==> config.mk <==
export PLATFORM = sky130hd
export DESIGN_NAME = tlb_mmu
export DESIGN_NICKNAME = d
export VERILOG_FILES = /design/src/verilog/mmu_pkg.sv /design/src/verilog/cp0_regmap_pkg.sv /design/src/verilog/tlb_search_if.sv /design/src/verilog/tlb_cp0_regs.sv /design/src/verilog/tlb_array.sv /design/src/verilog/tlb_buffer.sv /design/src/verilog/tlb_mmu.sv
export SDC_FILE = /design/constraint.sdc
export NUM_CORES = 2
export LEC_CHECK = 0
export BUFFER_PORTS_ARGS = -buffer_cell sky130_fd_sc_hd__buf_2
export CORE_MARGIN = 2
export CORE_UTILIZATION = 56
export CTS_BUF_LIST = sky130_fd_sc_hd__clkbuf_4 sky130_fd_sc_hd__clkbuf_8 sky130_fd_sc_hd__clkbuf_16
export DETAILED_ROUTE_END_ITERATION = 12
export PLACE_DENSITY = 0.86
export SYNTH_ARGS = -nofsm -noshare
export SYNTH_HDL_FRONTEND = slang
export SYNTH_SLANG_ARGS = --single-unit
==> constraint.sdc <==
create_clock -name aclk -period 6.4 [get_ports aclk]
set_input_delay 1.28 -clock aclk [delete_from_list [all_inputs] [get_ports aclk]]
set_output_delay 1.28 -clock aclk [all_outputs]
set_load 0.01 [all_outputs]
==> src/verilog/mmu_pkg.sv <==
// translation constants for the tlb and mmu
// tlb entry and page record layouts
// exception codes and unmapped segment patterns
package mmu_pkg;

    localparam int TLB_ENTRIES = 8;
    localparam int TLB_IDX_W   = 3;
    localparam int VPN2_W      = 19;   // vaddr[31:13]
    localparam int PFN_W       = 20;
    localparam int ASID_W      = 8;

    localparam logic [2:0] CACHED_C  = 3'd3;     // cacheable noncoherent
    localparam logic [2:0] SEG_KSEG0 = 3'b100;   // unmapped, cached
    localparam logic [2:0] SEG_KSEG1 = 3'b101;   // unmapped, uncached

    typedef struct packed {
        logic [PFN_W-1:0] pfn;
        logic [2:0]       c;
        logic             d;   // page writable
        logic             v;
    } page_info_t;

    typedef struct packed {
        logic [VPN2_W-1:0] vpn2;
        logic [ASID_W-1:0] asid;
        logic              g;
        page_info_t        p0;   // even page
        page_info_t        p1;   // odd page
    } tlb_entry_t;

    typedef enum logic [1:0] {
        EXC_NONE     = 2'd0,
        EXC_REFILL   = 2'd1,
        EXC_INVALID  = 2'd2,
        EXC_MODIFIED = 2'd3
    } tlb_exc_e;

endpackage

==> src/verilog/cp0_regmap_pkg.sv <==
// apb offsets of the cp0 registers
// tlb command codes
// cp0 word layout with entryhi and entrylo views
package cp0_regmap_pkg;

    localparam logic [7:0] REG_INDEX    = 8'h00;
    localparam logic [7:0] REG_ENTRYLO0 = 8'h04;
    localparam logic [7:0] REG_ENTRYLO1 = 8'h08;
    localparam logic [7:0] REG_ENTRYHI  = 8'h0C;
    localparam logic [7:0] REG_CMD      = 8'h10;

    localparam logic [31:0] CMD_TLBWI = 32'd1;
    localparam logic [31:0] CMD_TLBP  = 32'd2;

    typedef struct packed {
        logic [18:0] vpn2;   // 31:13
        logic [4:0]  rsvd;
        logic [7:0]  asid;   // 7:0
    } entryhi_t;

    typedef struct packed {
        logic [5:0]  rsvd;
        logic [19:0] pfn;    // 25:6
        logic [2:0]  c;
        logic        d;
        logic        v;
        logic        g;
    } entrylo_t;

    typedef union packed {
        entryhi_t hi;
        entrylo_t lo;
    } cp0_word_u;

endpackage

==> src/verilog/tlb_search_if.sv <==
`timescale 1ns/1ps
// one tlb lookup between a requester and the tlb array
// requester drives the key, the array answers combinationally
interface tlb_search_if;

    logic [mmu_pkg::VPN2_W-1:0]    vpn2;
    logic [mmu_pkg::ASID_W-1:0]    asid;
    logic                          odd;    // vaddr[12], page select
    logic                          hit;
    logic [mmu_pkg::TLB_IDX_W-1:0] idx;
    mmu_pkg::page_info_t           page;

    modport requester (
        output vpn2,
        output asid,
        output odd,
        input  hit,
        input  idx,
        input  page
    );

    modport array (
        input  vpn2,
        input  asid,
        input  odd,
        output hit,
        output idx,
        output page
    );

endinterface

==> src/verilog/tlb_cp0_regs.sv <==
`timescale 1ns/1ps
// apb slave for index, entryhi, entrylo0 and entrylo1
// tlbwi entry assembly and write strobe
// tlbp probe through the search bus
module tlb_cp0_regs (
    input  logic                          aclk,
    input  logic                          rst_n,
    input  logic                          psel,
    input  logic                          penable,
    input  logic                          pwrite,
    input  logic [7:0]                    paddr,
    input  logic [31:0]                   pwdata,
    output logic [31:0]                   prdata,
    output logic                          pready,
    output logic                          pslverr,
    tlb_search_if.requester               probe,
    output logic                          tlb_we,
    output logic [mmu_pkg::TLB_IDX_W-1:0] tlb_widx,
    output mmu_pkg::tlb_entry_t           tlb_wentry,
    output logic [mmu_pkg::ASID_W-1:0]    asid
);

    logic                          access;
    logic                          offset_ok;
    logic                          cmd_wr;
    logic                          do_tlbp;
    logic                          index_p;     // last probe missed
    logic [mmu_pkg::TLB_IDX_W-1:0] index_idx;
    cp0_regmap_pkg::cp0_word_u     wr_word;
    cp0_regmap_pkg::cp0_word_u     hi_wr;
    cp0_regmap_pkg::cp0_word_u     lo_wr;
    cp0_regmap_pkg::cp0_word_u     entryhi;
    cp0_regmap_pkg::cp0_word_u     entrylo0;
    cp0_regmap_pkg::cp0_word_u     entrylo1;

    assign access  = psel && penable;
    assign cmd_wr  = access && pwrite && (paddr == cp0_regmap_pkg::REG_CMD);
    assign tlb_we  = cmd_wr && (pwdata == cp0_regmap_pkg::CMD_TLBWI);
    assign do_tlbp = cmd_wr && (pwdata == cp0_regmap_pkg::CMD_TLBP);
    assign pready  = 1'b1;
    assign pslverr = access && !offset_ok;

    always_comb begin
        offset_ok = 1'b1;
        prdata    = '0;
        case (paddr)
            cp0_regmap_pkg::REG_INDEX: begin
                prdata = {index_p, {(31 - mmu_pkg::TLB_IDX_W){1'b0}}, index_idx};
            end
            cp0_regmap_pkg::REG_ENTRYLO0: prdata = entrylo0;
            cp0_regmap_pkg::REG_ENTRYLO1: prdata = entrylo1;
            cp0_regmap_pkg::REG_ENTRYHI:  prdata = entryhi;
            cp0_regmap_pkg::REG_CMD:      prdata = '0;   // write-only
            default:                      offset_ok = 1'b0;
        endcase
    end

    // the same write word seen as entryhi or as entrylo
    assign wr_word = pwdata;

    always_comb begin
        hi_wr         = '0;
        hi_wr.hi.vpn2 = wr_word.hi.vpn2;
        hi_wr.hi.asid = wr_word.hi.asid;
        lo_wr         = '0;
        lo_wr.lo.pfn  = wr_word.lo.pfn;
        lo_wr.lo.c    = wr_word.lo.c;
        lo_wr.lo.d    = wr_word.lo.d;
        lo_wr.lo.v    = wr_word.lo.v;
        lo_wr.lo.g    = wr_word.lo.g;
    end

    always_ff @(posedge aclk or negedge rst_n) begin
        if (!rst_n) begin
            index_p   <= 1'b0;
            index_idx <= '0;
            entryhi   <= '0;
            entrylo0  <= '0;
            entrylo1  <= '0;
        end else begin
            if (access && pwrite) begin
                case (paddr)
                    cp0_regmap_pkg::REG_INDEX:    index_idx <= pwdata[mmu_pkg::TLB_IDX_W-1:0];
                    cp0_regmap_pkg::REG_ENTRYLO0: entrylo0  <= lo_wr;
                    cp0_regmap_pkg::REG_ENTRYLO1: entrylo1  <= lo_wr;
                    cp0_regmap_pkg::REG_ENTRYHI:  entryhi   <= hi_wr;
                    default: ;
                endcase
            end
            if (do_tlbp) begin
                index_p <= !probe.hit;       // P is only set by tlbp
                if (probe.hit) begin
                    index_idx <= probe.idx;
                end
            end
        end
    end

    assign probe.vpn2 = entryhi.hi.vpn2;
    assign probe.asid = entryhi.hi.asid;
    assign probe.odd  = 1'b0;    // probe needs the match only

    assign tlb_widx = index_idx;
    assign asid     = entryhi.hi.asid;

    always_comb begin
        tlb_wentry.vpn2 = entryhi.hi.vpn2;
        tlb_wentry.asid = entryhi.hi.asid;
        tlb_wentry.g    = entrylo0.lo.g & entrylo1.lo.g;
        tlb_wentry.p0   = {entrylo0.lo.pfn, entrylo0.lo.c, entrylo0.lo.d, entrylo0.lo.v};
        tlb_wentry.p1   = {entrylo1.lo.pfn, entrylo1.lo.c, entrylo1.lo.d, entrylo1.lo.v};
    end

    // a command needs a full setup then access sequence
    cmd_after_setup: assert property (@(posedge aclk) disable iff (!rst_n)
        (tlb_we || do_tlbp) |-> $past(psel && !penable));

endmodule

==> src/verilog/tlb_array.sv <==
`timescale 1ns/1ps
// fully associative dual-page tlb storage
// indexed write port for tlbwi
// three parallel match ports for fetch, data and probe
module tlb_array (
    input  logic                          aclk,
    input  logic                          rst_n,
    input  logic                          we,
    input  logic [mmu_pkg::TLB_IDX_W-1:0] widx,
    input  mmu_pkg::tlb_entry_t           wentry,
    tlb_search_if.array                   s_inst,
    tlb_search_if.array                   s_data,
    tlb_search_if.array                   s_probe
);

    mmu_pkg::tlb_entry_t             entries [mmu_pkg::TLB_ENTRIES];
    logic [mmu_pkg::TLB_ENTRIES-1:0] used;   // written since reset
    logic [mmu_pkg::TLB_ENTRIES-1:0] m_inst, m_data, m_probe;

    function automatic logic [mmu_pkg::TLB_ENTRIES-1:0] match_vec(
        input mmu_pkg::tlb_entry_t             ents [mmu_pkg::TLB_ENTRIES],
        input logic [mmu_pkg::TLB_ENTRIES-1:0] en,
        input logic [mmu_pkg::VPN2_W-1:0]      vpn2,
        input logic [mmu_pkg::ASID_W-1:0]      asid
    );
        logic [mmu_pkg::TLB_ENTRIES-1:0] m;
        for (int i = 0; i < mmu_pkg::TLB_ENTRIES; i++) begin
            m[i] = en[i] && (ents[i].vpn2 == vpn2) && (ents[i].g || ents[i].asid == asid);
        end
        return m;
    endfunction

    function automatic mmu_pkg::page_info_t pick_page(
        input mmu_pkg::tlb_entry_t             ents [mmu_pkg::TLB_ENTRIES],
        input logic [mmu_pkg::TLB_ENTRIES-1:0] m,
        input logic                            odd
    );
        mmu_pkg::page_info_t p;
        p = '0;
        for (int i = 0; i < mmu_pkg::TLB_ENTRIES; i++) begin
            if (m[i]) begin
                p = odd ? ents[i].p1 : ents[i].p0;
            end
        end
        return p;
    endfunction

    function automatic logic [mmu_pkg::TLB_IDX_W-1:0] encode(
        input logic [mmu_pkg::TLB_ENTRIES-1:0] m
    );
        logic [mmu_pkg::TLB_IDX_W-1:0] idx;
        idx = '0;
        for (int i = 0; i < mmu_pkg::TLB_ENTRIES; i++) begin
            if (m[i]) begin
                idx = i[mmu_pkg::TLB_IDX_W-1:0];
            end
        end
        return idx;
    endfunction

    always_ff @(posedge aclk or negedge rst_n) begin
        if (!rst_n) begin
            used <= '0;
        end else if (we) begin
            used[widx] <= 1'b1;
        end
    end

    always_ff @(posedge aclk) begin
        if (we) begin
            entries[widx] <= wentry;
        end
    end

    assign m_inst       = match_vec(entries, used, s_inst.vpn2, s_inst.asid);
    assign s_inst.hit   = |m_inst;
    assign s_inst.idx   = encode(m_inst);
    assign s_inst.page  = pick_page(entries, m_inst, s_inst.odd);

    assign m_data       = match_vec(entries, used, s_data.vpn2, s_data.asid);
    assign s_data.hit   = |m_data;
    assign s_data.idx   = encode(m_data);
    assign s_data.page  = pick_page(entries, m_data, s_data.odd);

    assign m_probe      = match_vec(entries, used, s_probe.vpn2, s_probe.asid);
    assign s_probe.hit  = |m_probe;
    assign s_probe.idx  = encode(m_probe);
    assign s_probe.page = pick_page(entries, m_probe, s_probe.odd);

    // software must never leave two entries mapping the same page
    single_match: assert property (@(posedge aclk) disable iff (!rst_n)
        $onehot0(m_inst) && $onehot0(m_data) && $onehot0(m_probe));

endmodule

==> src/verilog/tlb_buffer.sv <==
`timescale 1ns/1ps
// one-entry translation buffer for a fetch or data port
// kseg0/kseg1 decode, one-cycle refill from the tlb array
// refill, invalid and modified exception coding
module tlb_buffer #(
    parameter bit IS_DATA = 1'b0    // data port can raise modified
) (
    input  logic                       aclk,
    input  logic                       rst_n,
    input  logic                       flush,
    input  logic [mmu_pkg::ASID_W-1:0] asid,
    input  logic                       req,
    input  logic [31:0]                vaddr,
    input  logic                       store,
    output logic [31:0]                paddr,
    output logic                       ready,
    output logic                       cached,
    output mmu_pkg::tlb_exc_e          excode,
    tlb_search_if.requester            search
);

    logic [2:0]                 seg;
    logic                       unmapped;
    logic                       tag_hit;
    logic                       load;
    logic                       buf_valid;
    logic [mmu_pkg::VPN2_W-1:0] buf_vpn2;
    logic                       buf_odd;
    logic [mmu_pkg::ASID_W-1:0] buf_asid;
    logic                       buf_hit;    // array hit when loaded
    mmu_pkg::page_info_t        buf_page;

    assign seg      = vaddr[31:29];
    assign unmapped = (seg == mmu_pkg::SEG_KSEG0) || (seg == mmu_pkg::SEG_KSEG1);
    assign tag_hit  = buf_valid && (buf_vpn2 == vaddr[31:13]) && (buf_odd == vaddr[12])
                      && (buf_asid == asid);
    assign load     = req && !unmapped && !tag_hit;
    assign ready    = !load;                // stall only while loading

    assign search.vpn2 = vaddr[31:13];
    assign search.odd  = vaddr[12];
    assign search.asid = asid;

    always_ff @(posedge aclk or negedge rst_n) begin
        if (!rst_n) begin
            buf_valid <= 1'b0;
        end else if (flush) begin
            buf_valid <= 1'b0;              // tlb contents changed
        end else if (load) begin
            buf_valid <= 1'b1;
        end
    end

    always_ff @(posedge aclk) begin
        if (load) begin
            buf_vpn2 <= vaddr[31:13];
            buf_odd  <= vaddr[12];
            buf_asid <= asid;
            buf_hit  <= search.hit;         // a miss is buffered too
            buf_page <= search.page;
        end
    end

    always_comb begin
        if (unmapped) begin
            paddr  = {3'b000, vaddr[28:0]};
            cached = (seg == mmu_pkg::SEG_KSEG0);
        end else begin
            paddr  = {buf_page.pfn, vaddr[11:0]};
            cached = (buf_page.c == mmu_pkg::CACHED_C);
        end
    end

    always_comb begin
        excode = mmu_pkg::EXC_NONE;
        if (req && !unmapped && tag_hit) begin
            if (!buf_hit) begin
                excode = mmu_pkg::EXC_REFILL;
            end else if (!buf_page.v) begin
                excode = mmu_pkg::EXC_INVALID;
            end else if (IS_DATA && store && !buf_page.d) begin
                excode = mmu_pkg::EXC_MODIFIED;
            end
        end
    end

    // a held request finishes right after its load cycle
    one_stall: assert property (@(posedge aclk) disable iff (!rst_n)
        (!ready && !flush) |=> (ready || $changed(asid)));

endmodule

==> src/verilog/tlb_mmu.sv <==
`timescale 1ns/1ps
// mmu top level
// apb cp0 registers, tlb array and the fetch and data translation buffers
module tlb_mmu (
    input  logic              aclk,
    input  logic              rst_n,
    input  logic              psel,
    input  logic              penable,
    input  logic              pwrite,
    input  logic [7:0]        paddr,
    input  logic [31:0]       pwdata,
    output logic [31:0]       prdata,
    output logic              pready,
    output logic              pslverr,
    input  logic              i_req,
    input  logic [31:0]       i_vaddr,
    output logic [31:0]       i_paddr,
    output logic              i_ready,
    output logic              i_cached,
    output mmu_pkg::tlb_exc_e i_excode,
    input  logic              d_req,
    input  logic [31:0]       d_vaddr,
    input  logic              d_store,
    output logic [31:0]       d_paddr,
    output logic              d_ready,
    output logic              d_cached,
    output mmu_pkg::tlb_exc_e d_excode
);

    logic                          tlb_we;       // also flushes both buffers
    logic [mmu_pkg::TLB_IDX_W-1:0] tlb_widx;
    mmu_pkg::tlb_entry_t           tlb_wentry;
    logic [mmu_pkg::ASID_W-1:0]    asid;

    tlb_search_if s_inst ();
    tlb_search_if s_data ();
    tlb_search_if s_probe ();

    tlb_cp0_regs u_cp0_regs (
        .*,
        .probe      (s_probe)
    );

    tlb_array u_tlb_array (
        .*,
        .we         (tlb_we),
        .widx       (tlb_widx),
        .wentry     (tlb_wentry)
    );

    tlb_buffer #(.IS_DATA(1'b0)) u_ibuf (
        .aclk       (aclk),
        .rst_n      (rst_n),
        .flush      (tlb_we),
        .asid       (asid),
        .req        (i_req),
        .vaddr      (i_vaddr),
        .store      (1'b0),          // fetches never store
        .paddr      (i_paddr),
        .ready      (i_ready),
        .cached     (i_cached),
        .excode     (i_excode),
        .search     (s_inst)
    );

    tlb_buffer #(.IS_DATA(1'b1)) u_dbuf (
        .aclk       (aclk),
        .rst_n      (rst_n),
        .flush      (tlb_we),
        .asid       (asid),
        .req        (d_req),
        .vaddr      (d_vaddr),
        .store      (d_store),
        .paddr      (d_paddr),
        .ready      (d_ready),
        .cached     (d_cached),
        .excode     (d_excode),
        .search     (s_data)
    );

endmodule

# Yosys cells after proc, flatten, opt, wreduce, memory -nomap -nowiden
# Cells that the tools add are included.
# word_totals
latch_bits	0
ff_bits	824
word_cells	331
mem_bits_rw	0
in_bits	112
output_inout_bits	106
mem_count	0
romBits	0
# op_classes
n_div	0
order_cmp	4
reduce_logical	98
multipliers	0
shifts	0
eq_ne	50
n_mux	65
addsub	0
n_bitwise	3
# op_table
cell	n
two-way mux 25 bit	32
bitwise mux 624 bit	1
== test 19 bit	26
demux 78 bit (select 3 bit)	1
one-hot mux 32 bit (4 select lines)	1
== test 8 bit	10
two-way mux 78 bit	1
logical AND 1 bit	69
two-way mux 32 bit	2
== test 32 x 1 -> 1 bit (second input constant)	1
== test 32 x 2 -> 1 bit (second input constant)	1
two-way mux 3 bit	8
OR reduction 8 bit	3
two-way mux 2 bit	9
== test 8 x 4 -> 1 bit (second input constant)	2
== test 3 bit (second input constant)	4
logical OR 1 bit	10
zero test 1 bit	9
two-way mux 1 bit	9
== test 8 x 3 -> 1 bit (second input constant)	1
== test 8 x 5 -> 1 bit (second input constant)	1
zero test 8 bit	1
bitwise OR 8 bit	1
== test 3 x 2 -> 1 bit (second input constant)	2
other kinds (11)	15

# Logic depth before layout (Yosys ltp)
# depth
word_depth	12
depth_mapped	12
mapped_depth_nobuf	8

# Modules after synthesis
# A second synthesis with hierarchy kept.
# hier_totals
hier_cells	3906
area_unflattened_um2	48293.8
# by_module_without_submodules
module	cells_per_inst	seq_area_each_um2	instances	area_each_um2
tlb_array	3168	18938.2	1	38409.3
tlb_cp0_regs	397	2077.0	1	4770.8
tlb_buffer (u_dbuf)	174	1646.6	1	2588.7
tlb_buffer (u_ibuf)	166	1616.6	1	2521.2
tlb_mmu	1	0.0	1	3.8

# Least setup slack after synthesis
# OpenSTA, ideal clock, no wires.
# synth_path
path_type	input-to-reg
start	in pwdata[6]
end	reg u_tlb_array.used[1] (netlist bit)
setup_slack_ns	-2.309
required_time_ns	6.302
stages	7
setup_time_ns	0.098
arrival_ns	8.611
path_buffers	0
path_cell_list	or4_1 nor4_1 nand3_1 nor3b_1 nand2_1 nor3_1 or2_2
# synth_between
elab_chain_cells	2
# synth_rtl
element	line	source
from (decl)	tlb_mmu.sv:11	input logic [31:0] pwdata,
== test 32 x 1 -> 1 bit	tlb_cp0_regs.sv:38	assign tlb_we = cmd_wr && (pwdata == cp0_regmap_pkg::CMD_TLBWI);
logical AND 1 bit	tlb_cp0_regs.sv:38	
to (signal assigned)	tlb_array.sv:63	used <= '0;
to (signal, indexed assignment)	tlb_array.sv:65	used[widx] <= 1'b1;
to (decl)	tlb_array.sv:17	logic [mmu_pkg::TLB_ENTRIES-1:0] used;
# Every way passes these cells.
# A chain may end at the register's enable or synchronous reset.

# Worst setup path in the final report
# layout_path
start	in d_vaddr[27]
end	out d_excode[0]
# layout_between
elab_chain_cells	6
# layout_rtl
element	line	source
from (decl)	tlb_mmu.sv:22	input logic [31:0] d_vaddr,
== test 19 bit	tlb_buffer.sv:35	assign tag_hit = buf_valid && (buf_vpn2 == vaddr[31:13]) && (buf_odd == vaddr[12])
logical AND 1 bit (2 in series)	tlb_buffer.sv:35	
logical AND 1 bit	tlb_buffer.sv:36	&& (buf_asid == asid);
logical AND 1 bit	tlb_buffer.sv:76	if (req && !unmapped && tag_hit) begin
two-way mux 2 bit	tlb_buffer.sv:76	
to (decl)	tlb_mmu.sv:27	output mmu_pkg::tlb_exc_e d_excode
# Every way passes these cells.

==> impl_results.html <==
<table>
<tr><th>Metric</th><th>Value</th></tr>
<tr><th colspan="2">Run status</th></tr>
<tr><td>Status</td><td>finished clean</td></tr>
<tr><th colspan="2">Drt</th></tr>
<tr><td>Uppermost signal routing layer after detailed routing</td><td>met5</td></tr>
<tr><td>Vias after detailed routing</td><td>about 29000</td></tr>
<tr><td>Remaining DRCs</td><td>0</td></tr>
<tr><td>DRT iter0 DRCs</td><td>5193</td></tr>
<tr><td>Avg Vias per Cell</td><td>7.05</td></tr>
<tr><td>Initial DRT Pass Iterations</td><td>8</td></tr>
<tr><td>Number of nets still failing antenna checks after routing</td><td>0</td></tr>
<tr><td>Total length of routed met2 wires</td><td>between 50000 and 60000 microns</td></tr>
<tr><td>Routed wire per std cell</td><td>32.7 microns</td></tr>
<tr><td>Routed met1 length</td><td>45800 microns</td></tr>
<tr><td>Routed length on met3</td><td>around 21000 microns</td></tr>
<tr><td>Drt total wl</td><td>135000 microns</td></tr>
<tr><th colspan="2">Clock network</th></tr>
<tr><td>Insertion delay of the later-clocked pin in the worst-skew pair</td><td>0.65 ns</td></tr>
<tr><td>Maximum buffer depth of the clock tree</td><td>3</td></tr>
<tr><td>Clock slew seen by the registers of the worst setup and hold paths</td><td>approximately 0.06 ns</td></tr>
<tr><td>CTS Sinks</td><td>824</td></tr>
<tr><td>Number of buffers added by the clock tree synthesis step</td><td>84</td></tr>
<tr><td>CTS tree</td><td>built</td></tr>
<tr><td>Buffer type at the clock tree root</td><td>sky130_fd_sc_hd__clkbuf_16</td></tr>
<tr><td>Setup fix buffers added after clock tree synthesis</td><td>0</td></tr>
<tr><td>Post-CTS Hold Fix Bufs</td><td>0</td></tr>
<tr><td>Maximum level of the CTS H-tree</td><td>3</td></tr>
<tr><td>Post-cts gate resize count</td><td>0</td></tr>
<tr><th colspan="2">Placement</th></tr>
<tr><td>Total instance count after detailed placement</td><td>3956</td></tr>
<tr><td>IO Port Bufs</td><td>168</td></tr>
<tr><td>Detail Placement HPWL</td><td>82800 microns</td></tr>
<tr><td>Placer congestion estimate</td><td>1.02</td></tr>
<tr><th colspan="2">Power and ir drop</th></tr>
<tr><td>Pwr Total</td><td>0.0116 W</td></tr>
<tr><td>Sw power</td><td>roughly 0.0025 W</td></tr>
<tr><td>Portion of total power attributed to sequential cells</td><td>0.508</td></tr>
<tr><td>Leak Pwr</td><td>17.5 nW</td></tr>
<tr><td>Net switching fraction of the power</td><td>0.219</td></tr>
<tr><td>Power share of the combinational group</td><td>0.056</td></tr>
<tr><td>Maximum vdd ir drop</td><td>0.219 mV</td></tr>
<tr><td>Internal power</td><td>a little over 0.009 W</td></tr>
<tr><td>Ratio of total power to cell area</td><td>254 nW/um^2</td></tr>
<tr><td>Portion of total power attributed to the clock network</td><td>0.436</td></tr>
<tr><th colspan="2">Cells and area</th></tr>
<tr><td>Filler cell count in the final layout</td><td>5157</td></tr>
<tr><td>Multi-input logic area</td><td>15800 sq um</td></tr>
<tr><td>FF/Latch Area</td><td>24300 sq um</td></tr>
<tr><td>Final nets</td><td>3195</td></tr>
<tr><td>Layout cells sized above 1</td><td>0.212</td></tr>
<tr><td>Area growth, synth to finish</td><td>11.3%</td></tr>
<tr><td>Most frequent cells in the layout</td><td>sky130_fd_sc_hd__edfxtp_1 (731), sky130_fd_sc_hd__xnor2_1 (302), sky130_fd_sc_hd__mux2i_1 (293), sky130_fd_sc_hd__xor2_1 (274), sky130_fd_sc_hd__mux2_2 (209)</td></tr>
<tr><td>Non-filler instance count after layout</td><td>between 4000 and 5000</td></tr>
<tr><td>Most common cell after layout, fill and taps aside</td><td>sky130_fd_sc_hd__edfxtp_1</td></tr>
<tr><th colspan="2">Floorplanning</th></tr>
<tr><td>Floorplan core area</td><td>72800 sq um</td></tr>
<tr><td>Number of standard-cell rows in the floorplan</td><td>99</td></tr>
<tr><td>Num ports</td><td>218</td></tr>
<tr><td>Initial standard-cell utilization of the core</td><td>0.564</td></tr>
<tr><td>Die footprint</td><td>around 76000 sq um</td></tr>
<tr><td>Chip height</td><td>275 microns</td></tr>
<tr><td>Die Span X</td><td>275 microns</td></tr>
<tr><th colspan="2">Worst hold path</th></tr>
<tr><td>Hold Path Cell Cnt</td><td>1</td></tr>
<tr><td>Path type of the worst min-delay path</td><td>flop to flop</td></tr>
<tr><th colspan="2">Logic synthesis</th></tr>
<tr><td>Ranking of synthesized cells by area</td><td>sky130_fd_sc_hd__edfxtp_1 (53%), sky130_fd_sc_hd__mux2i_1 (7.1%), sky130_fd_sc_hd__xnor2_1 (6.4%), sky130_fd_sc_hd__xor2_1 (5.8%), sky130_fd_sc_hd__mux2_2 (5.7%)</td></tr>
<tr><td>Number of enable-type register cells in the synthesized netlist</td><td>731</td></tr>
<tr><td>Part of the Yosys area used for sequential elements</td><td>0.591</td></tr>
<tr><td>Instance count of the mapped netlist</td><td>slightly below 3000</td></tr>
<tr><td>Number of distinct library cell variants in the gate-level netlist after synthesis</td><td>58</td></tr>
<tr><td>Fraction of synthesized cell area taken by the top area cell type</td><td>0.534</td></tr>
<tr><td>Area leader, netlist</td><td>sky130_fd_sc_hd__edfxtp_1</td></tr>
<tr><td>Flop and latch count out of synthesis</td><td>824</td></tr>
<tr><td>Post-Synthesis Net Count</td><td>between 3000 and 4000</td></tr>
<tr><td>Synthesis warning total</td><td>0</td></tr>
<tr><td>Dominant register cell in the synthesized netlist</td><td>sky130_fd_sc_hd__edfxtp_1</td></tr>
<tr><td>Syn Area/Cell</td><td>between 10 and 15 sq um</td></tr>
<tr><td>Async set-reset flop share out of synthesis</td><td>0.113</td></tr>
<tr><td>Total standard cell area after synthesis</td><td>about 41000 sq um</td></tr>
<tr><th colspan="2">Timing</th></tr>
<tr><td>Fin Hold WS</td><td>0.507 ns</td></tr>
<tr><td>Fraction of the cycle the final worst path needs</td><td>0.794</td></tr>
<tr><td>Fmax achieved</td><td>around 200 MHz</td></tr>
<tr><td>Worst clock skew</td><td>0.0314 ns</td></tr>
<tr><td>Worst Max-Slew Pin Slew</td><td>approximately 1.3 ns</td></tr>
<tr><td>Rel. slew slack</td><td>0.111</td></tr>
<tr><td>Number of pins exceeding their max-slew limit in the final report</td><td>0</td></tr>
<tr><td>Min Tclk post-route</td><td>5.08 ns</td></tr>
<tr><td>Final Setup Violations</td><td>0</td></tr>
<tr><td>Setup repair after global routing missed its margin</td><td>false</td></tr>
<tr><td>Final hold viol count</td><td>0</td></tr>
<tr><th colspan="2">Global routing</th></tr>
<tr><td>GRT Overall Usage</td><td>0.352</td></tr>
<tr><td>Congestion Overflow GR</td><td>0</td></tr>
<tr><td>Via count of the first global-routing pass</td><td>28400</td></tr>
<tr><td>Wire length of the first global-routing pass</td><td>approximately 190000 microns</td></tr>
<tr><td>Initial antenna violation count</td><td>8</td></tr>
<tr><td>Maximum number of pins on one net before global-route repair</td><td>65</td></tr>
<tr><th colspan="2">Worst setup path</th></tr>
<tr><td>Number of cells traversed by the worst register-to-register path</td><td>9</td></tr>
<tr><td>Data arrival at the endpoint of the critical path</td><td>roughly 3.8 ns</td></tr>
<tr><td>Required time reported for the critical path endpoint</td><td>5.12 ns</td></tr>
<tr><td>Count of buffer and inverter cells on the critical path</td><td>2</td></tr>
<tr><td>Worst setup path class</td><td>input port to output pin</td></tr>
<tr><td>Slowest stage delay, CP</td><td>between 0.5 and 0.6 ns</td></tr>
<tr><td>Total stage count of the critical path</td><td>8</td></tr>
<tr><td>Cells traversed along the worst timing path</td><td>buf_2 -&gt; xor2_1 -&gt; nor4_1 -&gt; nand3_1 -&gt; nor3_1 -&gt; nand4_1 -&gt; a211oi_1 -&gt; buf_2</td></tr>
<tr><td>Cell family with most CP delay</td><td>simple AND/OR/NAND/NOR gates</td></tr>
<tr><td>Category of the worst setup path capture point</td><td>output pin</td></tr>
<tr><td>Critical path fanouts, max</td><td>11</td></tr>
<tr><td>Highest-delay cell along the critical path</td><td>sky130_fd_sc_hd__nand4_1</td></tr>
<tr><td>Sort of element at the start of the critical path</td><td>input port</td></tr>
<tr><td>Cell mode on critical path</td><td>sky130_fd_sc_hd__buf_2</td></tr>
<tr><th colspan="2">Flow run</th></tr>
<tr><td># Max-Cap Violations</td><td>0</td></tr>
</table>
final timing paths:
kind                                        from                       to  slack, ns
min reg2reg                  u_tlb_array.used[2]      u_tlb_array.used[2]       0.51
max                                  d_vaddr[27]              d_excode[0]       1.32
min                          u_tlb_array.used[2]      u_tlb_array.used[2]       0.51
max in group asynchronous                  rst_n      u_tlb_array.used[2]       4.38
max reg2reg                u_cp0_regs.entryhi[4]      u_dbuf.buf_page[22]       1.76
min in group asynchronous                  rst_n  u_cp0_regs.entrylo0[12]       0.62
cell usage after synthesis (23+ instances only):
master                        n
sky130_fd_sc_hd__a2111oi_0   24
sky130_fd_sc_hd__a21oi_1     59
sky130_fd_sc_hd__a221oi_1    30
sky130_fd_sc_hd__a22oi_1     46
sky130_fd_sc_hd__a31oi_1     23
sky130_fd_sc_hd__buf_2       52
sky130_fd_sc_hd__buf_4       32
sky130_fd_sc_hd__clkbuf_1   126
sky130_fd_sc_hd__dfrtp_1     93
sky130_fd_sc_hd__edfxtp_1   731
sky130_fd_sc_hd__mux2_2     209
sky130_fd_sc_hd__mux2i_1    293
sky130_fd_sc_hd__nand2_1     63
sky130_fd_sc_hd__nand3_1     46
sky130_fd_sc_hd__nand4_1    108
sky130_fd_sc_hd__nor2_1      47
sky130_fd_sc_hd__nor2b_1     39
sky130_fd_sc_hd__nor3_1      49
sky130_fd_sc_hd__nor4_1     102
sky130_fd_sc_hd__o21ai_0     33
sky130_fd_sc_hd__o221ai_1    46
sky130_fd_sc_hd__o31ai_1     24
sky130_fd_sc_hd__xnor2_1    302
sky130_fd_sc_hd__xor2_1     274
power groups by stage:
| stage | Combinational (W) | Clock [W] | Sequential [W] |
|---|---|---|---|
| floorplan | 0.000400 | 0 | 0.00599 |
| global placement | 0.000616 | 0 | 0.00602 |
| detailed placement | 0.000623 | 0 | 0.00602 |
| CTS | 0.000628 | 0.00506 | 0.00591 |
| global route | 0.000666 | 0.00526 | 0.00591 |
| finish | 0.000653 | 0.00507 | 0.00591 |
through the flow:
stage	setup WS, ns	setup TNS [ns]	area, sq um	utilization
after detailed placement	1.50	0	42900	0.589
after global placement	1.53	0	42900	0.589
after floorplan	-0.145	-67.41	41100	-
after CTS	1.52	0	45700	0.628
final	1.32	0	45700	0.628
after global routing	1.30	0	45700	0.628
metal layers:
layer,GRT usage,vias to the layer above
met5,0,-
met4,0.237,12
met3,0.115,690
met2,0.512,2686
met1,0.451,14100
li1,-,11500
sequential cells by signal (all words and copies together), names as in the netlist, 19 cells and up:
register and count:
u_cp0_regs.entrylo0 26, u_ibuf.buf_vpn2 19, u_dbuf.buf_page 25, u_dbuf.buf_vpn2 19, u_cp0_regs.entrylo1 26, u_ibuf.buf_page 24
u_tlb_array.entries 624, u_cp0_regs.entryhi 27
logic make-up (layout without fill, tap and decap cells):
family | Yosys count | in the layout | synth area share
simple gates | 510 | 510 | 0.0700
compound gates | 321 | 321 | 0.0587
flops | 824 | 824 | 0.591
xor+xnor | 576 | 576 | 0.123
other cells | 1 | 3 | 0.0000913
mux | 505 | 505 | 0.130
buf+inv | 237 | 416 | 0.0273
cell type report:
type / count / share of cell area
diodes: 2 / 0.000109
clock buffers: 132 / 0.0550
clock inverters: 24 / 0.00695
inverters: 5 / 0.000410
multi-input cells: 1913 / 0.346
flip-flops and latches: 824 / 0.531
well taps: 959 / 0.0262
repair buffers: 255 / 0.0342
worst reg2reg max path, delay by kind of cell (launching register included):
| kind | cells | cell delay [ns] |
|---|---|---|
| flip-flops | 1 | 1.03 |
| AND/OR/NAND/NOR | 3 | 1.22 |
| buffers and inverters | 1 | 0.45 |
| AO/OA/AOI/OAI | 4 | 1.42 |
| XOR/XNOR | 1 | 0.22 |
No activity file was read; power rests on OpenSTA's default activity.
